File: src/hw/mips_config.svh
`ifndef MIPS_CONFIG_SVH
`define MIPS_CONFIG_SVH

// datapath
`define MIPS_XLEN 32      // data and address width
`define MIPS_REG_AW 5     // 32 architectural registers

// memories
`define MIPS_IMEM_DEPTH 64   // instruction words
`define MIPS_DMEM_DEPTH 64   // data words
`define MIPS_MEM_AW 6        // word index into either memory

// debug port address map
`define MIPS_APB_AW 12        // byte address width on apb
`define MIPS_APB_DMEM_BIT 11  // set selects data memory, clear selects imem

`endif

File: src/hw/fetch_stage.sv
`timescale 1ns/1ps
`default_nettype none
`include "mips_config.svh"

module fetch_stage
(
	input  logic                    clk,
	input  logic                    rst,
	input  logic                    stall,
	input  logic                    branch_taken,  // from mem stage
	input  logic [`MIPS_XLEN-1:0]   branch_target,
	input  logic                    imem_we,       // debug port write
	input  logic [`MIPS_MEM_AW-1:0] imem_waddr,
	input  logic [`MIPS_XLEN-1:0]   imem_wdata,
	output logic [`MIPS_XLEN-1:0]   d_inst,
	output logic [`MIPS_XLEN-1:0]   d_pc_next
);

	logic [`MIPS_XLEN-1:0] pc;
	logic [`MIPS_XLEN-1:0] pc_plus4;
	logic [`MIPS_XLEN-1:0] pc_next;
	logic [`MIPS_XLEN-1:0] imem [`MIPS_IMEM_DEPTH]; // loaded over apb

	assign pc_plus4 = pc + `MIPS_XLEN'(4);

	// branch wins over stall so a resolved beq is never lost
	always_comb
	begin
		if (branch_taken)
			pc_next = branch_target;
		else if (stall)
			pc_next = pc; // hold
		else
			pc_next = pc_plus4;
	end

	always_ff @(posedge clk)
	begin
		if (!rst)
			pc <= '0;
		else
			pc <= pc_next;
	end

	always_ff @(posedge clk)
	begin
		if (imem_we)
			imem[imem_waddr] <= imem_wdata;
	end

	// if/id register
	always_ff @(posedge clk)
	begin
		if (!rst)
			d_inst <= '0;
		else
			d_inst <= stall ? '0 : imem[pc[`MIPS_MEM_AW+1:2]]; // nop under stall
	end

	always_ff @(posedge clk)
	begin
		d_pc_next <= pc_plus4; // payload, no reset
	end

	// a stalled fetch always shows up in decode as a nop
	assert property (@(posedge clk) disable iff (!rst) stall |=> d_inst == '0);

endmodule

`default_nettype wire

File: config.mk
export PLATFORM = sky130hd
export DESIGN_NAME = fetch_stage
export DESIGN_NICKNAME = d
export VERILOG_FILES = /design/src/hw/fetch_stage.sv
export VERILOG_INCLUDE_DIRS = /design/src /design/src/hw
export SDC_FILE = /design/constraint.sdc
export NUM_CORES = 2
export LEC_CHECK = 0
export BUFFER_PORTS_ARGS = -buffer_cell sky130_fd_sc_hd__buf_4
export CAP_MARGIN = 10
export CORE_MARGIN = 2
export CORE_UTILIZATION = 45
export CTS_CLUSTER_DIAMETER = 30
export DETAILED_ROUTE_END_ITERATION = 10
export PLACE_DENSITY = 0.72
export SYNTH_ARGS = -nofsm -noshare
export SYNTH_HDL_FRONTEND = slang
export SYNTH_SLANG_ARGS = --single-unit
File: constraint.sdc
create_clock -name clk -period 11.15 [get_ports clk]
set_clock_uncertainty 0.1 [all_clocks]
set_input_delay 2.7875 -clock clk [delete_from_list [all_inputs] [get_ports clk]]
set_output_delay 2.7875 -clock clk [all_outputs]
set_load 0.01 [all_outputs]
==> out/results.tsv <==
metric	value	unit
synthDistinctLibCells	59	
cp_data_arrival_time	5850	ps
grt_max_degree	118	
clock_sinks	2144	
dp_hpwl	123	mm
critPathRequiredTime	11910	ps
die_h	432	um
fin_util	53.8	%
start_kind	input pin	
irDropWorstVdd	126	uV
fin_crit_sh	45.7	%
cp_cell_sequence	buf_4 -> nor2b_1 -> nor2b_4 -> o221ai_1 -> a211oi_1 -> a211o_1	
synthMuxAreaShare	13.3	%
cts_buffers	350	
syn_nets	4306	
post_cts_buffers	0	
synth_common_cells	edfxtp_1 (2048), mux2i_1 (491), mux4_2 (265)	
synth_area	82500	um^2
cp_max_fo	34	
cp-startpoint	rst	
wl_per_cell	30.3	um
synth-compound-area-share	5.64	%
die-area	187000	um^2
worstHoldStart	pc[0]$_SDFFE_PN0P_	
core_area	183000	um^2
die_w	432	um
drt_iter0_drc	6926	
tns	0	ps
drc	0	
yosys.area.top_type	edfxtp_1	
power_leakage	0.0312	uW
status	complete, no violations	
synth-adder-area-share	0.0152	%
pin_count	139	
slowest_delay	860	ps
start_util	45.2	%
grt_usage	23.1	%
post_cts_resize_count	0	
synth_flop_cell	edfxtp_1	
synth_top_family_by_area	multiplexers	
cts.htree.levels	5	
period_minus_slack	5090	ps
synth_top_cells_by_area	edfxtp_1 (75%), mux4_2 (7.2%), mux2i_1 (6.0%)	
p_total	20900	uW
yosysSeqAreaShare	76.9	%
synth_top_area_share	74.5	%
relSlewSlack	14.7	%
synth_area_per_cell	19.5	um^2
antenna_found_initial	18	
cellPowerDensity	213	nW/um^2
area_growth	19.1	%
async_reset_ff_share	0	%
dp_slack	5350	ps
fmax	196	MHz
ys_ff_latch	2144	
cts_root_buf	clkbuf_16	
setup_slack	6060	ps
hold_viol_final	0	
syn_inst	4230	
clk_latency	950	ps
numPortBuffers	138	
yosysMostFrequentCell	edfxtp_1	
clk_pin_slew	50	ps
num_vias	44300	
grt_overflow	0	
synth_edf_count	2048	
wirelength	217	mm
synth-simple-area-share	2.12	%
grt_pass1_wl	311	mm
rows	157	
cts_tree	built	
num-fill-cells	13500	
antenna_left	0	
yosys.area_share.xor_xnor	0.520	%
worstReg2RegStart	pc[2]$_SDFFE_PN0N_	
cts_max_path_buffers	4	
drtPass1Iterations	9	
worstMarginPinSlew	1280	ps
setup_viol	0	
hp-class	reg -> reg	
ys_warn_count	0	
cp-end-kind	register	
drive_gt1_share	23.6	%
routed_via_density	6.17	
nNetsFinal	4591	
critPathKind	in -> reg	
hold_ws	252	ps
drv_cap	0	
grt_pass1_vias	43300	
gp_congestion	0.914	
postCtsHoldBufs	0	
slowest_stage	nor2b_4	
drv_slew	0	
rsz0062_at_grt	no	
==> worst max-delay path, delay by kind of cell <==
kind / cells / cell delay (ps)
AOI/OAI and AO/OA: 3 / 1360
and+or+nand+nor: 2 / 1370
buffers and inverters: 1 / 300
==> report_power, final <==
part           internal (uW)  switching [uW]  total, uW
logic                    362             732       1090
registers               8910            65.5       8970
clock network           6970            3860      10800
==> final timing paths <==
path | end | slack [ps] | cells past startpoint
setup / recovery | d_inst[7]$_SDFF_PP0_ | 6060 | 6
hold / removal | d_pc_next[0]$_DFF_P_ | 250 | 0
setup reg to reg | d_inst[5]$_SDFF_PP0_ | 6180 | 7
hold reg to reg | d_pc_next[0]$_DFF_P_ | 250 | 0
==> through the flow <==
| stage | instances | instance area (um^2) |
|---|---|---|
| 3_3_place_gp | 6548 | 86300 |
| 5_1_grt | 7180 | 98200 |
| 6_report | 7182 | 98200 |
| 3_5_place_dp | 6548 | 86300 |
| 4_1_cts | 7174 | 98200 |
| 2_1_floorplan | 4230 | 82500 |
==> cell usage in the layout (no fill, tap or decap), types with 31 or more instances in the layout <==
master         n
o21ai_0      110
inv_6         41
bufinv_16     43
clkbuf_16    358
nor2_1        44
clkinv_2      31
a221oi_1     108
mux4_2       265
dfxtp_1       91
nor2_4        64
nand2_1       65
nand3_1       39
clkinvlp_4    36
clkinv_4      41
and2_1        32
buf_4        192
a21oi_1      104
o221ai_1     121
edfxtp_1    2048
mux2i_1      491
o22ai_1       53
==> cell type report <==
cell class | instances | area, um^2 | area share, %
Inverter | 8 | 32.5 | 0.0331
Clock buffer | 393 | 9150 | 9.31
Tap cell | 2385 | 2980 | 3.04
Sequential cell | 2144 | 63400 | 64.6
Multi-Input combinational cell | 1814 | 18300 | 18.7
Antenna cell | 8 | 20.0 | 0.0204
Timing Repair Buffer | 197 | 1540 | 1.57
Clock inverter | 233 | 2740 | 2.79
==> cells by family after synthesis <==
logic type,count (synthesis)
buffers and inverters,272
XOR/XNOR,49
AO/OA/AOI/OAI,653
multiplexers,762
AND/OR/NAND/NOR,349
flip-flops,2144
adder cells (fa/ha/maj),1
==> per-layer routing <==
layer / track usage (%) / vias to the layer above / wire [um]
met4: 8.55 / 2 / 6950
met2: 36.0 / 2839 / 104000
met3: 5.71 / 412 / 25300
li1: - / 18300 / -
met5: 0 / - / 15
met1: 31.4 / 22800 / 81300
==> sequential cells by signal (all words and copies together) (netlist names) <==
signal / cells
d_inst: 32
d_pc_next: 32
pc: 32
imem: 2048
(Power assumes the default switching activity.)
