[config.mk]
export PLATFORM = sky130hd
export DESIGN_NAME = apb_debug_port
export DESIGN_NICKNAME = d
export VERILOG_FILES = /design/src/hw/mips_bus_pkg.sv /design/src/hw/apb_debug_port.sv
export VERILOG_INCLUDE_DIRS = /design/src /design/src/hw
export SDC_FILE = /design/constraint.sdc
export NUM_CORES = 1
export LEC_CHECK = 0
export BUFFER_PORTS_ARGS = -buffer_cell sky130_fd_sc_hd__buf_4
export CAP_MARGIN = 20
export CORE_AREA = 2 2 76 78
export DETAILED_ROUTE_END_ITERATION = 8
export DIE_AREA = 0 0 78 80
export SLEW_MARGIN = 20
export SYNTH_ARGS = -nofsm -noshare
export SYNTH_HDL_FRONTEND = slang
export SYNTH_SLANG_ARGS = --single-unit
[constraint.sdc]
create_clock -name clk -period 1.6 [get_ports clk]
set_clock_uncertainty 0.05 [all_clocks]
set_input_delay 0.08 -clock clk [delete_from_list [all_inputs] [get_ports clk]]
set_output_delay 0.08 -clock clk [all_outputs]
set_load 0.02 [all_outputs]
[src/hw/mips_config.svh]
`ifndef MIPS_CONFIG_SVH
`define MIPS_CONFIG_SVH

// datapath
`define MIPS_XLEN 32      // data and address width
`define MIPS_REG_AW 5     // 32 architectural registers

// memories
`define MIPS_IMEM_DEPTH 64   // instruction words
`define MIPS_DMEM_DEPTH 64   // data words
`define MIPS_MEM_AW 6        // word index into either memory

// debug port address map
`define MIPS_APB_AW 12        // byte address width on apb
`define MIPS_APB_DMEM_BIT 11  // set selects data memory, clear selects imem

`endif

[src/hw/mips_bus_pkg.sv]
`default_nettype none

package mips_bus_pkg;

	// phase of the current apb cycle as seen by the slave
	typedef enum logic [1:0] {
		apb_idle   = 2'd0,
		apb_setup  = 2'd1,
		apb_access = 2'd2
	} apb_phase_e;

	// who drives the data memory port this cycle
	typedef enum logic {
		owner_core  = 1'b0,
		owner_debug = 1'b1
	} dmem_owner_e;

endpackage

`default_nettype wire

[src/hw/apb_debug_port.sv]
`timescale 1ns/1ps
`default_nettype none
`include "mips_config.svh"

module apb_debug_port import mips_bus_pkg::*;
(
	input  logic                    clk,
	input  logic                    rst,
	input  logic [`MIPS_APB_AW-1:0] paddr,
	input  logic                    psel,
	input  logic                    penable,
	input  logic                    pwrite,
	input  logic [`MIPS_XLEN-1:0]   pwdata,
	input  logic                    dbg_grant,   // from arbiter
	input  logic [`MIPS_XLEN-1:0]   dbg_rdata,
	output logic [`MIPS_XLEN-1:0]   prdata,
	output logic                    pready,
	output logic                    pslverr,
	output logic                    imem_we,
	output logic [`MIPS_MEM_AW-1:0] imem_waddr,
	output logic [`MIPS_XLEN-1:0]   imem_wdata,
	output logic                    dbg_req,
	output logic                    dbg_we,
	output logic [`MIPS_MEM_AW-1:0] dbg_addr,
	output logic [`MIPS_XLEN-1:0]   dbg_wdata
);

	apb_phase_e              phase_q;  // idle or access
	apb_phase_e              phase;    // this cycle
	logic                    sel_dmem;
	logic                    access;
	logic [`MIPS_MEM_AW-1:0] word_addr;

	always_comb
	begin
		if (!psel)
			phase = apb_idle;
		else if (phase_q == apb_access && penable)
			phase = apb_access;
		else
			phase = apb_setup; // first cycle of a transfer
	end

	always_ff @(posedge clk)
	begin
		if (!rst)
			phase_q <= apb_idle;
		else if (phase == apb_setup || (phase == apb_access && !pready))
			phase_q <= apb_access; // enter or keep waiting
		else
			phase_q <= apb_idle;
	end

	assign access    = phase == apb_access;
	assign sel_dmem  = paddr[`MIPS_APB_DMEM_BIT];
	assign word_addr = paddr[`MIPS_MEM_AW+1:2];

	// instruction memory side, write only
	assign imem_we    = access && !sel_dmem && pwrite;
	assign imem_waddr = word_addr;
	assign imem_wdata = pwdata;

	// data memory side, waits on the arbiter
	assign dbg_req   = access && sel_dmem;
	assign dbg_we    = pwrite;
	assign dbg_addr  = word_addr;
	assign dbg_wdata = pwdata;

	assign pready  = access && (!sel_dmem || dbg_grant);
	assign pslverr = access && !sel_dmem && !pwrite; // imem is not readable
	assign prdata  = dbg_req ? dbg_rdata : '0;

	// completion only after a setup cycle and only in access
	assert property (@(posedge clk) disable iff (!rst)
		pready |-> phase == apb_access && $past(psel));

endmodule

`default_nettype wire

==> results_dict.tcl <==
set metrics [dict create \
    status "finished, final reports clean" \
    antenna_found_initial 0 \
    drcViolationCount 0 \
    r2r-end "phase_q[1]$_SDFF_PN0_" \
    timing.slew.headroom_pct 83.2 \
    r2r_slack_ns 1.01 \
    max_stage_delay_ns 0.39 \
    p_leak_nw 0.513 \
    period_share_pct 73.3 \
    drt_iter0_markers 6 \
    die_h_um 80 \
    path_buf_inv 1 \
    num_antenna_cells 0 \
    drive_above_1_share_pct 75.9 \
    largest_reg_flops 1 \
    cap_violations 0 \
    io_buffers 75 \
    clkLatencyLatePin_ns 0 \
    postSynthCellCount 121 \
    clk_pin_slew_worst_paths_ns 0 \
    crit_required_ns 1.47 \
    multi_input_area_um2 268 \
    grt_usage_pct 4.98 \
    hp-start "pwdata[29]" \
    critPathKind "reg2out" \
    yosys.area.top_type_share_pct 64.3 \
    postPlaceCellArea_um2 941 \
    hold_end "dbg_wdata[29]" \
    die-width_um 78 \
    synthesis.area_um2 900 \
    hold_class "in2out" \
    routabilityCongestion 0.624 \
    grt_pass1_wl_um 2680 \
    final_cell_mix "buf_4, and2_1, and2_2" \
    fill_cells 636 \
    num_io_pins 195 \
    final_net_count 200 \
    power.total_uw 142 \
    final_cells 188 \
    worst_pin_slew_ns 0.252 \
    ys_warn_count 0 \
    regMostFlops "phase_q" \
    top_regs "phase_q (1)" \
    dp_hpwl_um 1650 \
    syn_area_per_cell_um2 7.43 \
    holdPathStages 0 \
    num_rows 27 \
    viasPerCell 3.36 \
    worst_path_dominant_cell_family "simple AND/OR/NAND/NOR gates" \
    core-area_um2 5410 \
    finalHoldViolCount 0 \
    rsz0062_at_grt "no" \
    dp_slack_ns 0.427 \
    dp_cells 188 \
    synth-seq-area-share_pct 2.23 \
    dieArea_um2 6240 \
    vias 631 \
    fin_util_pct 17.4 \
    grt_start_max_net_pins 34 \
    postCtsSetupRepairBufs 0 \
    regArea_um2 20.0 \
    slew_violations 0 \
    synth_cell_types 13 \
    whs_ns 0.110 \
    cp-startpoint "phase_q[1]$_SDFF_PN0_" \
    ant_nets 0 \
    tns_ns 0 \
    syn_to_final_growth_pct 4.59 \
    start_util_pct 16.6 \
    path_cells "and4_4, and2_2, buf_4" \
    synth_top_cell_by_area "buf_4" \
    fmax_mhz 853 \
    gr-total-overflow 0 \
    period_needed_ns 1.17 \
    grt_pass1_vias 539 \
    cp.arrival_ns 1.04 \
    hold_buffers 0 \
    slowest_stage "and4_4" \
    fin_area_um2 941 \
    ir_worst_vdd_v 0.0000542 \
    endpoint_kind "primary output" \
    first_pass_iters 4 \
    ys_ff_latch 1 \
    reg2reg_from "phase_q[1]$_SDFF_PN0_" \
    cp_max_fo 33 \
    r2r_cells 1 \
    yosys-top-cells-area "buf_4, and2_1, and2_2, buf_6, dfxtp_1" \
    setup_viol 0 \
    wl_per_cell_um 10.4 \
    power.density_nw_per_um2 150 \
    final_common_cell "buf_4" \
    crit_path_start_kind "flip-flop" \
    timing.final.ws_setup_ns 0.427 \
    synthesis.nets 203 \
    cts_resized 0 \
    drt_wl_total_um 1960 \
]
==> report_power, final <==
part | leakage, nW | internal (mW) | switching [mW] | total (mW)
logic | 0.505 | 0.0780 | 0.0356 | 0.114
registers | 0.00832 | 0.0269 | 0.00103 | 0.0280
clock network | 0 | 0 | 0 | 0
total | 0.513 | 0.105 | 0.0366 | 0.142
==> synth_stat cells <==
master	number
buf_4	77
and2_1	20
and2_2	12
buf_6	3
a31oi_1	1
and4_4	1
dfxtp_1	1
nand2_1	1
nand3_1	1
nor2b_1	1
nor3_1	1
nor3b_1	1
or2b_1	1
==> layout make-up <==
cell class | count | area share (%)
flip-flops and latches | 1 | 2.13
repair buffers | 75 | 59.8
well taps | 72 | 9.57
multi-input cells | 40 | 28.5
==> per-layer routing <==
layer	part of all wire, %	GRT usage, %	up-vias
met5	0	0	-
met4	6.4	4.21	0
met1	28	4.43	251
met2	41	8.02	73
met3	24	3.05	26
li1	-	-	281
==> how the worst max path moves through the flow <==
| stage | to | slack [ns] | cells after the start |
|---|---|---|---|
| 6_report | prdata[26] | 0.43 | 3 |
| 5_1_grt | prdata[16] | 0.35 | 3 |
| 4_1_cts | prdata[26] | 0.43 | 3 |
| 3_5_place_dp | prdata[26] | 0.43 | 3 |
| 3_3_place_gp | prdata[29] | 0.43 | 3 |
| 2_1_floorplan | imem_we | 0.48 | 2 |
==> logic make-up after synthesis <==
group	count (synthesis)	share of synthesized area, %
buffers and inverters	80	68.0
AND/OR/NAND/NOR	39	29.1
flip-flops	1	2.23
AO/OA/AOI/OAI	1	0.696
Note: power is estimated with default switching activity, not from simulation.
