$ cat config.mk
export PLATFORM = sky130hd
export DESIGN_NAME = dmem_arbiter
export DESIGN_NICKNAME = d
export VERILOG_FILES = /design/src/hw/mips_bus_pkg.sv /design/src/hw/dmem_arbiter.sv
export VERILOG_INCLUDE_DIRS = /design/src /design/src/hw
export SDC_FILE = /design/constraint.sdc
export NUM_CORES = 2
export LEC_CHECK = 0
export BUFFER_PORTS_ARGS = -buffer_cell sky130_fd_sc_hd__buf_4
export CAP_MARGIN = 5
export CELL_PAD_IN_SITES_DETAIL_PLACEMENT = 1
export CELL_PAD_IN_SITES_GLOBAL_PLACEMENT = 2
export CORE_ASPECT_RATIO = 0.7
export CORE_MARGIN = 1
export CORE_UTILIZATION = 51
export CTS_CLUSTER_DIAMETER = 50
export DETAILED_ROUTE_END_ITERATION = 8
export PLACE_DENSITY_LB_ADDON = 0.25
export RECOVER_POWER = 100
export SLEW_MARGIN = 10
export SYNTH_ARGS = -nofsm -noshare
export SYNTH_HDL_FRONTEND = slang
export SYNTH_SLANG_ARGS = --single-unit
$ cat constraint.sdc
create_clock -name clk -period 10.7 [get_ports clk]
set_clock_uncertainty 0.1 [all_clocks]
set_input_delay 2.14 -clock clk [delete_from_list [all_inputs] [get_ports clk]]
set_output_delay 2.14 -clock clk [all_outputs]
set_load 0.005 [all_outputs]
$ cat src/hw/mips_config.svh
`ifndef MIPS_CONFIG_SVH
`define MIPS_CONFIG_SVH

// datapath
`define MIPS_XLEN 32      // data and address width
`define MIPS_REG_AW 5     // 32 architectural registers

// memories
`define MIPS_IMEM_DEPTH 64   // instruction words
`define MIPS_DMEM_DEPTH 64   // data words
`define MIPS_MEM_AW 6        // word index into either memory

// debug port address map
`define MIPS_APB_AW 12        // byte address width on apb
`define MIPS_APB_DMEM_BIT 11  // set selects data memory, clear selects imem

`endif

$ cat src/hw/mips_bus_pkg.sv
`default_nettype none

package mips_bus_pkg;

	// phase of the current apb cycle as seen by the slave
	typedef enum logic [1:0] {
		apb_idle   = 2'd0,
		apb_setup  = 2'd1,
		apb_access = 2'd2
	} apb_phase_e;

	// who drives the data memory port this cycle
	typedef enum logic {
		owner_core  = 1'b0,
		owner_debug = 1'b1
	} dmem_owner_e;

endpackage

`default_nettype wire

$ cat src/hw/dmem_arbiter.sv
`timescale 1ns/1ps
`default_nettype none
`include "mips_config.svh"

module dmem_arbiter import mips_bus_pkg::*;
(
	input  logic                    clk,
	input  logic                    core_req,
	input  logic                    core_we,
	input  logic [`MIPS_MEM_AW-1:0] core_addr,
	input  logic [`MIPS_XLEN-1:0]   core_wdata,
	input  logic                    dbg_req,
	input  logic                    dbg_we,
	input  logic [`MIPS_MEM_AW-1:0] dbg_addr,
	input  logic [`MIPS_XLEN-1:0]   dbg_wdata,
	output logic [`MIPS_XLEN-1:0]   core_rdata,
	output logic                    dbg_grant,
	output logic [`MIPS_XLEN-1:0]   dbg_rdata
);

	dmem_owner_e             owner;
	logic [`MIPS_MEM_AW-1:0] addr;
	logic                    wr_en;
	logic [`MIPS_XLEN-1:0]   wr_data;
	logic [`MIPS_XLEN-1:0]   rdata;
	logic [`MIPS_XLEN-1:0]   dmem [`MIPS_DMEM_DEPTH]; // single ported

	// core first, debug only gets idle cycles
	assign owner     = core_req ? owner_core : owner_debug;
	assign dbg_grant = dbg_req && owner == owner_debug;

	// port mux
	always_comb
	begin
		if (owner == owner_core)
		begin
			addr    = core_addr;
			wr_en   = core_we;
			wr_data = core_wdata;
		end
		else
		begin
			addr    = dbg_addr;
			wr_en   = dbg_grant && dbg_we;
			wr_data = dbg_wdata;
		end
	end

	// read is asynchronous, shared by both sides
	assign rdata      = dmem[addr];
	assign core_rdata = rdata;
	assign dbg_rdata  = rdata;

	always_ff @(posedge clk)
	begin
		if (wr_en)
			dmem[addr] <= wr_data;
	end

	// a debug store must never land on top of a core access
	assert property (@(posedge clk)
		core_req |-> !dbg_grant && wr_en == core_we && addr == core_addr);

endmodule

`default_nettype wire

==> reports/summary.txt <==
PLACE
-------------------------------------------------------------------------------------------------
Placed cell count                                                                           6,538
Final RePlAce weighted congestion                                                           0.877
Number of buffer cells added on primary ports                                                 145
Half-perimeter wire length after detailed placement                                        164 mm

GRT
-------------------------------------------------------------------------------------------------
Global-route congestion overflow total                                                          0
Vias in the first global route                                                             48,100
Wire length of the first global-routing pass                                               397 mm
Number of antenna violations at the first check in global routing                              18
Global-route usage over all layers                                                          37.9%
Maximum number of pins on one net before global-route repair                                   83

LOGIC SYNTHESIS
-------------------------------------------------------------------------------------------------
Average footprint of a synthesized cell                                                  17.2 um2
Fraction of post-synthesis cell area in the top cell type by area                           79.0%
Leading cell types by count after synthesis                                          edfxtp_1 (2,048), a22oi_1 (331), o21ai_0 (326), mux2i_1 (280), nand2_1 (253)
Yosys warns                                                                                     0
Synth Instances                                                                             4,527
Netlist area before placement                                                          0.0778 mm2
Number of distinct library cell variants in the gate-level netlist after synthesis             61
Post-Syn Nets                                                                               4,608
Number of flops mapped to enable cells by yosys                                             2,048
Fraction of the yosys area taken by sequential cells                                        79.0%
Total of flip-flops plus latches after synthesis                                            2,048
Ys async rst share                                                                             0%
Most frequently used cell type in the post-synthesis netlist                             edfxtp_1
Top FF cell, synth                                                                       edfxtp_1
Cells taking the most area after synthesis                                           edfxtp_1 (79%), mux2i_1 (3.6%), a22oi_1 (3.2%)
Largest area contributor in the synthesized netlist                                      edfxtp_1

CRITICAL PATH
-------------------------------------------------------------------------------------------------
Crit path required time                                                                   8.46 ns
Biggest fanout along the worst timing path                                                     47
Critical path data arrival time                                                           7.74 ns
Kind of critical path                                                                   in -> out
Kind of start point of the critical path                                               input port
Critical path endpoint category                                                        output pin

WORST HOLD PATH
-------------------------------------------------------------------------------------------------
Class of the worst hold path                                                            in -> reg
Cell count of the worst hold path                                                               2

STA
-------------------------------------------------------------------------------------------------
Sum of negative setup slack                                                                  0 ns
Portion of the clock cycle consumed by the worst path in the final layout                   93.3%
Transition at the pin with the smallest max-transition slack                              3.95 ns
Endpoints failing hold                                                                          0
Highest clock frequency the design can meet                                               100 MHz
Fin. max-slew vios                                                                          4,058
Final setup violating endpoints                                                                 0
Shortest clock period the worst path allows after layout                                  9.98 ns
Rel. slew slack                                                                             -164%
RSZ-0062 raised after global routing                                                        false

ROUTING
-------------------------------------------------------------------------------------------------
Via count of the routed design                                                             49,700
Met3 wire len                                                                             45.6 mm
Top routing layer used                                                                       met5
Vias per cell                                                                                7.20
First-iteration detailed-routing DRC count                                                  9,335
Total routed wire length on the met1 layer                                                 111 mm
WL final                                                                                   293 mm
Post-DR wirelength/cell                                                                   42.4 um
DRC                                                                                             0
Antenna Violating Nets Remaining                                                                0
Routed length on met2                                                                      124 mm
Drt pass-1 iters                                                                                9

DIE
-------------------------------------------------------------------------------------------------
Core region area                                                                        0.151 mm2
Die extent in x                                                                            469 um
Initial standard-cell utilization of the core                                               51.5%
Row cnt                                                                                       119
Total I/O pin count                                                                           146
Die Footprint                                                                           0.154 mm2
Die Height                                                                                 329 um

CTS
-------------------------------------------------------------------------------------------------
Hold-fix buffer count after cts                                                                 0
Total clock buffers created by CTS                                                            190
TritonCTS clock tree                                                                          yes
Setup Fix Bufs, Post-CTS                                                                        0
# H-tree levels                                                                                 4
Clock sinks                                                                                 2,048
Post-cts gate resize count                                                                      0
Clock transition at the registers of the reported paths                                   0.07 ns
Clock root buffer                                                                       clkbuf_16
Clock buffer depth                                                                              3

PWR
-------------------------------------------------------------------------------------------------
Worst vdd rail ir drop                                                                   0.189 mV
Standby leakage power                                                                     27.5 nW
Cell Pwr Density                                                                       195 mW/mm2

CELLS AND AREA
-------------------------------------------------------------------------------------------------
Count of nets after finishing                                                               4,816
Filler cells                                                                               13,500
Area Growth Syn to Fin                                                                      12.3%
Leading registers by flop count                                                      dmem: 2048 flops
Reg with most FFs                                                                            dmem
Flip-flop count of the largest register, all copies and words added                         2,048
Filler-free cell count of the finished design                                               6,899
Fraction of layout cells with a size suffix above 1                                         12.2%

FLOW RUN
-------------------------------------------------------------------------------------------------
Max-capacitance violation count                                                               132

STATUS
-------------------------------------------------------------------------------------------------
Violated checks                                                                      capacitance limit, slew limit
Outcome                                                                              finished, violations left

-- layout by cell type (no fill, tap or decap), types with 16 or more instances in the layout --
cell	count
edfxtp_1	2048
a22oi_1	330
o21ai_0	326
mux2i_1	278
nand2_1	252
clkbuf_16	194
clkbuf_1	160
buf_4	155
a31oi_1	136
a21oi_1	131
o22ai_1	75
mux2_2	63
and4_1	59
clkbuf_4	54
a22o_1	52
nor2_1	49
o22a_1	46
clkinv_1	46
nor3_1	42
clkinv_2	39
a222oi_1	38
nand4_1	26
nor4_1	22
buf_12	20
nand3_1	19
or4_1	19
o2bb2ai_1	16
bufinv_16	16
-- worst paths after layout --
check / startpoint / end
setup / recovery: core_req / dbg_rdata[13]
hold / removal: core_wdata[11] / dmem[0][11]
-- area by class of cell --
| cell class | count | area (um2) | share of cell area [%] |
|---|---|---|---|
| multi-input cells | 2140 | 14900 | 17.0 |
| clock inverters | 119 | 1060 | 1.22 |
| inverters | 2 | 7.51 | 0.00859 |
| flip-flops and latches | 2048 | 61500 | 70.4 |
| diodes | 11 | 27.5 | 0.0315 |
| repair buffers | 353 | 2430 | 2.79 |
| clock buffers | 230 | 4990 | 5.71 |
| well taps | 1996 | 2500 | 2.86 |
-- through the flow --
step | worst slack [ns] | hold WS [ns] | area, um2 | utilization [%] | total power [mW]
final | 0.720 | 2.13 | 87400 | 57.9 | 17.1
after global routing | 0.973 | 2.16 | 87400 | 57.9 | 17.3
after CTS | 1.83 | 2.11 | 88200 | 58.4 | 17.0
after detailed placement | 1.82 | 2.80 | 82200 | 54.4 | 10.4
after global placement | 1.57 | 2.78 | 82200 | 54.4 | 10.3
after floorplan | 3.97 | 2.58 | 77800 | - | 9.74
-- cells by family after synthesis --
family                 Yosys count  synth area share, %
DFF                           2048                 79.0
muxes                          351                 4.63
AOI/OAI and AO/OA             1248                 10.7
buffers and inverters          339                 2.13
and+or+nand+nor                541                 3.55
-- where the power goes --
| group | switching (mW) | leakage, nW | internal [mW] | total (mW) |
|---|---|---|---|---|
| Clock | 3.10 | 2.98 | 3.71 | 6.81 |
| Sequential | 0.0142 | 18.4 | 8.98 | 9.00 |
| Combinational | 0.918 | 6.16 | 0.327 | 1.25 |
| Total | 4.03 | 27.5 | 13.0 | 17.1 |
-- layer usage --
metal / vias up / global-route usage [%]
met3: 682 / 12.5
met5: - / 0
li1: 18900 / -
met4: 8 / 14.6
met1: 25700 / 54.4
met2: 4377 / 53.6
-- critical path, stage by stage --
cell and delay (ns):
buf_4 0.61, mux2i_1 0.27, clkbuf_1 0.64, nor2_1 0.37
nand2_1 0.35, clkbuf_1 1.25, a31oi_1 0.28, a2111oi_0 1.21
nand4_1 0.30, clkbuf_4 0.24
Note: power is estimated with default switching activity, not from simulation.
