### src/hw/mips_config.svh
`ifndef MIPS_CONFIG_SVH
`define MIPS_CONFIG_SVH

// datapath
`define MIPS_XLEN 32      // data and address width
`define MIPS_REG_AW 5     // 32 architectural registers

// memories
`define MIPS_IMEM_DEPTH 64   // instruction words
`define MIPS_DMEM_DEPTH 64   // data words
`define MIPS_MEM_AW 6        // word index into either memory

// debug port address map
`define MIPS_APB_AW 12        // byte address width on apb
`define MIPS_APB_DMEM_BIT 11  // set selects data memory, clear selects imem

`endif

### src/hw/mem_stage.sv
`timescale 1ns/1ps
`default_nettype none
`include "mips_config.svh"

module mem_stage
(
	input  logic                    clk,
	input  logic                    rst,
	input  logic [`MIPS_XLEN-1:0]   m_alu_res,
	input  logic [`MIPS_XLEN-1:0]   m_rt_val,
	input  logic [`MIPS_XLEN-1:0]   m_branch_target,
	input  logic                    m_zero,
	input  logic [`MIPS_REG_AW-1:0] m_dest,
	input  logic                    m_regwrite,
	input  logic                    m_memread,
	input  logic                    m_memwrite,
	input  logic                    m_memtoreg,
	input  logic                    m_branch,
	input  logic [`MIPS_XLEN-1:0]   core_rdata,    // combinational load data
	output logic                    core_req,
	output logic                    core_we,
	output logic [`MIPS_MEM_AW-1:0] core_addr,
	output logic [`MIPS_XLEN-1:0]   core_wdata,
	output logic                    branch_taken,  // to fetch
	output logic [`MIPS_XLEN-1:0]   branch_target,
	output logic                    w_regwrite,
	output logic [`MIPS_REG_AW-1:0] w_dest,
	output logic [`MIPS_XLEN-1:0]   w_data
);

	// data memory request, always granted
	assign core_req   = m_memread || m_memwrite;
	assign core_we    = m_memwrite;
	assign core_addr  = m_alu_res[`MIPS_MEM_AW+1:2]; // word index
	assign core_wdata = m_rt_val;

	// beq taken when rs - rt was zero
	assign branch_taken  = m_branch && m_zero;
	assign branch_target = m_branch_target;

	// mem/wb
	always_ff @(posedge clk)
	begin
		if (!rst)
			w_regwrite <= 1'b0;
		else
			w_regwrite <= m_regwrite;
	end

	always_ff @(posedge clk)
	begin
		w_dest <= m_dest;
		w_data <= m_memtoreg ? core_rdata : m_alu_res; // load or alu
	end

endmodule

`default_nettype wire

### config.mk
export PLATFORM = sky130hd
export DESIGN_NAME = mem_stage
export DESIGN_NICKNAME = d
export VERILOG_FILES = /design/src/hw/mem_stage.sv
export VERILOG_INCLUDE_DIRS = /design/src /design/src/hw
export SDC_FILE = /design/constraint.sdc
export NUM_CORES = 1
export LEC_CHECK = 0
export BUFFER_PORTS_ARGS = -buffer_cell sky130_fd_sc_hd__buf_2
export CORE_AREA = 2 2 99 101
export CTS_BUF_LIST = sky130_fd_sc_hd__clkbuf_8 sky130_fd_sc_hd__clkbuf_16
export CTS_CLUSTER_SIZE = 8
export DETAILED_ROUTE_END_ITERATION = 10
export DIE_AREA = 0 0 101 103
export SKIP_LAST_GASP = 1
export SYNTH_ARGS = -nofsm -noshare
export SYNTH_HDL_FRONTEND = slang
export SYNTH_SLANG_ARGS = --single-unit
### constraint.sdc
create_clock -name clk -period 2.1 [get_ports clk]
set_input_delay 0.42 -clock clk [delete_from_list [all_inputs] [get_ports clk]]
set_output_delay 0.42 -clock clk [all_outputs]
set_load 0.01 [all_outputs]
==> flow_metrics.tcl, run 1 <==
set metrics [dict create \
    synth.lib_cells_used.distinct 8 \
    fin_crit_sh_pct 65.3 \
    initial_utilization_pct 19.6 \
    final_common_cell "buf_2" \
    worst-setup-path-type "in -> out" \
    worstPathMaxFanout 2 \
    antenna_violating_nets_post_route 0 \
    syn2layout_area_growth_pct 14.3 \
    max-slew-margin-rel_pct 83.4 \
    route.layer.met1.wl_mm 1.29 \
    critical-path-slowest-cell "or2_2" \
    maximum_number_of_pins_on_one_net_before_global_route_repair 33 \
    comb_power_share_pct 17.4 \
    wire_length_of_the_first_global_routing_pass_mm 6.31 \
    max_cap_viol_count 0 \
    total_power_divided_by_cell_area_nw_per_um2 736 \
    layout.cells.most_common_list "123 x buf_2, 38 x dfxtp_1, 30 x mux2_4" \
    core_area_um2 9460 \
    gr-usage-all-layers_pct 8.81 \
    critPathArrivalTime_ns 0.95 \
    seq_power_share_pct 50.4 \
    tns_ns 0 \
    vdd.ir_drop.worst_mv 0.196 \
    power.share.clock_pct 32.2 \
    route.met3.wl_mm 1.13 \
    synthCells 148 \
    routed_wl_mm 5.19 \
    numClockSinks 38 \
    final_cell_area_um2 2120 \
    first_global_vias 993 \
    drt_first_pass_iters 2 \
    flip_flop_and_latch_count_after_synthesis 38 \
    leakagePower_nw 1.13 \
    initial_antenna_violation_count 0 \
    dr_total_vias 1129 \
    worst_setup_slack_after_placement_ns 0.731 \
    top_layer_used "met4" \
    power_report.internal_total_mw 1.20 \
    final_max_slew_viol_count 0 \
    run_status "finished, final reports clean" \
    switching_share_pct 23.1 \
    met2WireLength_mm 2.56 \
    drt_first_iter_violations 8 \
    max_stage_delay_ns 0.28 \
    synth_sequential_area_ratio_pct 41.0 \
    die_w_um 101 \
    fmax_mhz 729 \
    cts.path.max_buffers 2 \
    post-route-drc-count 0 \
    synth_warnings 0 \
    wl_per_cell_um 16.3 \
    fin_crit_ns 1.37 \
    final_layout_size_suffix_gt1_share_pct 80.0 \
    min-delay-path-class "in -> reg" \
    worst-endpoint-required_ns 1.68 \
    setup_viol 0 \
    postCtsResizedCells 0 \
    grt_overflow_total 0 \
    post-dp-hpwl_mm 4.42 \
    syn_nets 289 \
    cts-buffers-inserted 5 \
    fin_total_pwr_mw 1.56 \
    cts-root-buf "clkbuf_8" \
    postCtsSetupRepairBufs 0 \
    path_common_cell "buf_2" \
    finalWeightedCongestion 0.674 \
    chip_height_um 103 \
    crit_path_start_kind "input pin" \
    area_enclosed_by_the_die_boundary_um2 10400 \
    buffer_ports.inserted 123 \
    nets 345 \
    setup_repair_after_global_routing_missed_its_margin "false" \
    synth_area_per_cell_um2 12.5 \
    antennaDiodeCount 0 \
    detailed_place.area_um2 2030 \
    timing.critical_path.cells "buf_2 -> or2_2 -> buf_2" \
    cts_tree "built" \
    ios 252 \
    h-tree-depth 2 \
    detail_route.vias_per_cell 3.54 \
    cell_area_after_synthesis_um2 1860 \
    clkTransAtPathRegs_ns 0.07 \
    worst_setup_path_end_kind "output port" \
    placementRows 36 \
    switchingPower_mw 0.361 \
    hold_buffers 0 \
    layout_setup_ws_ns 0.729 \
    tightest_slew_ns 0.248 \
    finalHoldViolCount 0 \
]
## registers in the layout, indices dropped and copies added, names as in the netlist
signal	cells
w_data	32
w_dest	5
w_regwrite	1
## synth_stat cells, drive strengths merged
cell type	instances	share of area, %
buf	75	33
dfxtp	38	41
mux2	32	25
and2	2	0.67
or2	1	0.34
## logic make-up after synthesis
| logic type | count (synthesis) | synth area share (%) |
|---|---|---|
| buf+inv | 75 | 32.5 |
| flops | 38 | 41.0 |
| mux | 32 | 25.5 |
| simple gates | 3 | 1.01 |
## path summary, 6_finish.rpt
kind / start / to / slack, ns / cells past startpoint
max: m_memwrite / core_req / 0.73 / 3
min: m_dest[1] / w_dest[1] / 0.24 / 1
## critical path: cells and delay by family
family	cells	cell delay [ns]
buffers and inverters	2	0.24
AND/OR/NAND/NOR	1	0.28
## power groups by stage
stage	Sequential (mW)	Clock (mW)	Combinational (mW)
6_report	0.787	0.503	0.272
5_1_grt	0.792	0.574	0.294
4_1_cts	0.788	0.547	0.277
3_5_place_dp	0.805	0	0.276
3_3_place_gp	0.804	0	0.272
2_1_floorplan	0.836	0	0.247
## final cells by class
class,instances,area [um^2]
clock buffer,6,82.6
clock inverter,2,8.76
fill,1023,7340
multi-input combinational,35,492
sequential,38,761
tap,114,143
timing repair buffer,124,636
## metal layers
metal  track usage, %  vias to the layer above
li1                 -                      515
met4             5.61                        0
met2             15.1                      137
met3             8.54                       25
met5                0                        -
met1             5.95                      452
## stage by stage
| step | util [%] | hold WS, ns | instances |
|---|---|---|---|
| after floorplan | - | 0.448 | 148 |
| after detailed placement | 21.5 | 0.524 | 311 |
| final | 22.4 | 0.236 | 319 |
| after CTS | 22.4 | 0.217 | 319 |
| after global placement | 21.5 | 0.523 | 311 |
| after global routing | 22.4 | 0.214 | 319 |
Note: power is estimated with default switching activity, not from simulation.
==> run 2, diff against run 1 <==
--- a/config.mk
+++ b/config.mk
@@ -7,11 +7,11 @@
 export NUM_CORES = 1
 export LEC_CHECK = 0
 export BUFFER_PORTS_ARGS = -buffer_cell sky130_fd_sc_hd__buf_2
-export CORE_AREA = 2 2 99 101
+export CORE_AREA = 2 2 98 100
 export CTS_BUF_LIST = sky130_fd_sc_hd__clkbuf_8 sky130_fd_sc_hd__clkbuf_16
 export CTS_CLUSTER_SIZE = 8
 export DETAILED_ROUTE_END_ITERATION = 10
-export DIE_AREA = 0 0 101 103
+export DIE_AREA = 0 0 100 102
 export SKIP_LAST_GASP = 1
 export SYNTH_ARGS = -nofsm -noshare
 export SYNTH_HDL_FRONTEND = slang
==> constraint.sdc (replaced) <==
create_clock -name clk -period 1.25 [get_ports clk]
set_input_delay 0.25 -clock clk [delete_from_list [all_inputs] [get_ports clk]]
set_output_delay 0.25 -clock clk [all_outputs]
set_load 0.01 [all_outputs]
==> flow_metrics.tcl, run 2 (synthesized netlist as in run 1, its figures left out) <==
set metrics [dict create \
    run_status "finished, final reports clean" \
    comb_power_share_pct 15.2 \
    max-slew-margin-rel_pct 90.1 \
    layout.cells.most_common_list "123 x buf_2, 38 x dfxtp_1, 30 x mux2_4" \
    numClockSinks 38 \
    post-route-drc-count 0 \
    worst-endpoint-required_ns 1.00 \
    wire_length_of_the_first_global_routing_pass_mm 6.32 \
    chip_height_um 102 \
    switchingPower_mw 0.627 \
    power.share.clock_pct 41.7 \
    maximum_number_of_pins_on_one_net_before_global_route_repair 20 \
    placementRows 35 \
    fin_crit_ns 1.01 \
    fin_crit_sh_pct 81.0 \
    finalHoldViolCount 0 \
    total_power_divided_by_cell_area_nw_per_um2 1400 \
    postCtsSetupRepairBufs 0 \
    buffer_ports.inserted 123 \
    first_global_vias 1082 \
    cts-buffers-inserted 5 \
    worst_setup_path_end_kind "output port" \
    ios 252 \
    worst-setup-path-type "in -> out" \
    critPathArrivalTime_ns 0.76 \
    final_layout_size_suffix_gt1_share_pct 80.6 \
    detail_route.vias_per_cell 3.60 \
    leakagePower_nw 1.16 \
    holdPathStages 1 \
    switching_share_pct 20.4 \
    cts-root-buf "clkbuf_8" \
    wl_per_cell_um 15.7 \
    hold_buffers 0 \
    drt_first_iter_violations 13 \
    antenna_violating_nets_post_route 0 \
    initial_utilization_pct 20.4 \
    gr-usage-all-layers_pct 8.80 \
    cts_tree "built" \
    dr_total_vias 1141 \
    min-delay-path-class "in -> reg" \
    clkTransAtPathRegs_ns 0.07 \
    worstPathMaxFanout 2 \
    drt_first_pass_iters 2 \
    registers.top_by_ff_count "w_data" \
    max_cap_viol_count 0 \
    initial_antenna_violation_count 0 \
    power_report.internal_total_mw 2.44 \
    antennaDiodeCount 0 \
    reg.largest.list "w_data (32), w_dest (5), w_regwrite (1)" \
    finalWeightedCongestion 0.633 \
    setup_repair_after_global_routing_missed_its_margin "false" \
    fmax_mhz 987 \
    core_area_um2 9110 \
    tightest_slew_ns 0.149 \
    die_w_um 100 \
    h-tree-depth 2 \
    seq_power_share_pct 43.1 \
    fin_total_pwr_mw 3.06 \
    vdd.ir_drop.worst_mv 0.511 \
    crit_path_start_kind "input pin" \
    area_enclosed_by_the_die_boundary_um2 10200 \
    postCtsResizedCells 0 \
    routed_wl_mm 4.97 \
    final_max_slew_viol_count 0 \
    final_common_cell "buf_2" \
    tns_ns 0 \
    grt_overflow_total 0 \
    syn2layout_area_growth_pct 17.9 \
    nets 346 \
    setup_viol 0 \
    largest_register_ffs 32 \
    cts.path.max_buffers 2 \
]
-- run 2: worst paths after layout --
| check | startpoint | end | slack [ns] |
|---|---|---|---|
| min | m_dest[4] | w_dest[4] | 0.07 |
| max | m_memwrite | core_req | 0.24 |
-- run 2: metrics by stage --
step	instances	setup WS (ns)	hold WS [ns]	utilization [%]	instance area, um^2
after floorplan	148	0.338	0.278	-	1860
after global placement	309	0.204	0.353	22.5	2050
after detailed placement	309	0.197	0.360	22.5	2050
after CTS	317	0.208	0.0529	24.0	2190
after global routing	317	0.198	0.0458	24.0	2190
final	317	0.237	0.0705	24.0	2190
-- run 2: metal layers --
layer | GRT usage [%] | part of all wire [%] | vias to the layer above
li1 | - | - | 515
met1 | 6.88 | 29 | 472
met2 | 13.6 | 46 | 126
met3 | 7.73 | 20 | 26
met4 | 6.64 | 4.8 | 2
met5 | 3.85 | 1.1 | -
-- run 2: worst max-delay path, stage by stage --
cell,delay [ns]
buf_2,0.10
or2_2,0.28
buf_2,0.14
-- run 2: power groups by stage --
stage	Clock [mW]	Sequential (mW)	Combinational, mW
after global placement	0	1.35	0.467
after global routing	1.38	1.33	0.508
final	1.28	1.32	0.466
after detailed placement	0	1.35	0.475
after CTS	1.34	1.32	0.476
after floorplan	0	1.40	0.415
-- run 2: final cells by class --
class	count	area, um^2
fill	967	6920
tap	111	139
clock buffer	6	82.6
timing repair buffer	125	656
sequential	38	761
clock inverter	2	60.1
multi-input combinational	35	492
==> run 3, diff against run 2 <==
--- a/config.mk
+++ b/config.mk
@@ -6,12 +6,13 @@
 export SDC_FILE = /design/constraint.sdc
 export NUM_CORES = 1
 export LEC_CHECK = 0
+export ABC_AREA = 1
 export BUFFER_PORTS_ARGS = -buffer_cell sky130_fd_sc_hd__buf_2
-export CORE_AREA = 2 2 98 100
+export CORE_AREA = 2 2 97 99
 export CTS_BUF_LIST = sky130_fd_sc_hd__clkbuf_8 sky130_fd_sc_hd__clkbuf_16
 export CTS_CLUSTER_SIZE = 8
 export DETAILED_ROUTE_END_ITERATION = 10
-export DIE_AREA = 0 0 100 102
+export DIE_AREA = 0 0 99 101
 export SKIP_LAST_GASP = 1
 export SYNTH_ARGS = -nofsm -noshare
 export SYNTH_HDL_FRONTEND = slang
==> constraint.sdc (replaced) <==
create_clock -name clk -period 1 [get_ports clk]
set_input_delay 0.2 -clock clk [delete_from_list [all_inputs] [get_ports clk]]
set_output_delay 0.2 -clock clk [all_outputs]
set_load 0.01 [all_outputs]
==> flow_metrics.tcl, run 3 <==
set metrics [dict create \
    run_status "finished, final reports clean" \
    postCtsSetupRepairBufs 0 \
    synth_sequential_area_ratio_pct 42.1 \
    core_area_um2 8980 \
    synth_warnings 0 \
    syn_nets 359 \
    setup_repair_after_global_routing_missed_its_margin "false" \
    yosysMostFrequentCell "nand2_1" \
    min-delay-path-class "in -> reg" \
    syn2layout_area_growth_pct 12.9 \
    cts-buffers-inserted 5 \
    detail_route.vias_per_cell 3.63 \
    drt_first_pass_iters 3 \
    chip_height_um 101 \
    maximum_number_of_pins_on_one_net_before_global_route_repair 33 \
    final_cell_area_um2 2040 \
    final_common_cell "buf_2" \
    h-tree-depth 2 \
    utilization_after_layout_pct 22.7 \
    first_global_vias 1320 \
    final_layout_size_suffix_gt1_share_pct 52.9 \
    routed_wl_mm 5.62 \
    synth_ff_type "dfxtp_1" \
    fmax_mhz 1060 \
    area_enclosed_by_the_die_boundary_um2 10000 \
    antennaDiodeCount 0 \
    buffer_ports.inserted 123 \
    vdd.ir_drop.worst_mv 0.403 \
    route.layer.met1.wl_mm 1.62 \
    met2WireLength_mm 2.75 \
    holdPathStages 1 \
    initial_utilization_pct 20.1 \
    registers.top_by_ff_count "w_data" \
    numClockSinks 38 \
    worst_setup_slack_after_placement_ns 0.0471 \
    layout.cells.most_common_list "123 x buf_2, 88 x nand2_1, 38 x dfxtp_1" \
    tightest_slew_ns 0.216 \
    post-route-drc-count 0 \
    synth_common_cells "88 x nand2_1, 71 x buf_4, 38 x dfxtp_1" \
    largest_register_ffs 32 \
    antenna_violating_nets_post_route 0 \
    worst_setup_path_end_kind "output port" \
    finalHoldViolCount 0 \
    cts-root-buf "clkbuf_8" \
    nets 413 \
    max-slew-margin-rel_pct 85.6 \
    synthArstFlopShare_pct 0 \
    synth.top_cell.area_share_pct 42.1 \
    route.met3.wl_mm 1.03 \
    worst-endpoint-required_ns 0.80 \
    cts_tree "built" \
    ys_top_cells_by_area "dfxtp_1 42%, buf_4 30%, nand2_1 18%, nand2_2 3.5%, clkbuf_8 2.3%" \
    dr_total_vias 1390 \
    detailed_place.area_um2 1960 \
    crit_path_start_kind "input pin" \
    worstPathMaxFanout 2 \
    post-dp-hpwl_mm 4.86 \
    post-synth-top-area-cell "dfxtp_1" \
    total_power_divided_by_cell_area_nw_per_um2 1540 \
    critPathArrivalTime_ns 0.74 \
    final_max_slew_viol_count 0 \
    drt_first_iter_violations 19 \
    leakagePower_nw 1.18 \
    finalWeightedCongestion 0.682 \
    synth_area_per_cell_um2 8.29 \
    gr-usage-all-layers_pct 10.6 \
    max_cap_viol_count 0 \
    grt_overflow_total 0 \
    ios 252 \
    die_w_um 99 \
    cell_area_after_synthesis_um2 1810 \
    placementRows 35 \
    layout_setup_ws_ns 0.0601 \
    reg.largest.list "w_data (32), w_dest (5), w_regwrite (1)" \
    synthCells 218 \
    fin_crit_ns 0.940 \
    postCtsResizedCells 0 \
    top_layer_used "met4" \
    tns_ns 0 \
    fin_crit_sh_pct 94.0 \
    wl_per_cell_um 14.7 \
    hold_buffers 0 \
    initial_antenna_violation_count 0 \
    synth.lib_cells_used.distinct 10 \
    number_of_flops_mapped_to_enable_cells_by_yosys 0 \
    clkTransAtPathRegs_ns 0.07 \
    cts.path.max_buffers 2 \
    worst-setup-path-type "in -> out" \
    setup_viol 0 \
    flip_flop_and_latch_count_after_synthesis 38 \
    wire_length_of_the_first_global_routing_pass_mm 7.82 \
]
-- run 3: routing by layer --
| metal | vias to the layer above | GRT usage, % |
|---|---|---|
| met2 | 130 | 18.3 |
| met4 | 0 | 6.11 |
| met5 | - | 0 |
| met1 | 556 | 8.81 |
| met3 | 24 | 7.49 |
| li1 | 680 | - |
-- run 3: worst paths after layout --
kind / startpoint / end / slack, ns
max: m_memwrite / core_req / 0.06
min: m_dest[3] / w_dest[3] / 0.02
-- run 3: layout make-up --
cell class                 count  area [um^2]
clock buffer                   5         68.8
clock inverter                 2         10.0
fill                         998         6940
inverter                       3         18.8
multi-input combinational     99          399
sequential                    38          761
tap                          111          139
timing repair buffer         125          643
-- run 3: critical path: stages --
cell	delay (ns)
buf_2	0.10
or2_2	0.29
buf_2	0.14
-- run 3: kinds of logic after synthesis --
group / count (synthesis) / synth area share, %
buf+inv: 81 / 35.8
simple gates: 99 / 22.1
flops: 38 / 42.1
-- run 3: power by group --
group          switching, mW  total, mW  internal, mW
Clock                  0.492      0.959         0.467
Sequential            0.0259       1.65          1.63
Combinational          0.268      0.522         0.254
Total                  0.786       3.14          2.35
-- run 3: through the flow --
step / instances / power (mW) / hold slack, ns
2_1_floorplan: 218 / 2.21 / 0.228
3_3_place_gp: 376 / 2.22 / 0.304
3_5_place_dp: 376 / 2.23 / 0.307
4_1_cts: 383 / 3.23 / 0.00624
5_1_grt: 383 / 3.35 / 0.00679
6_report: 383 / 3.14 / 0.0231
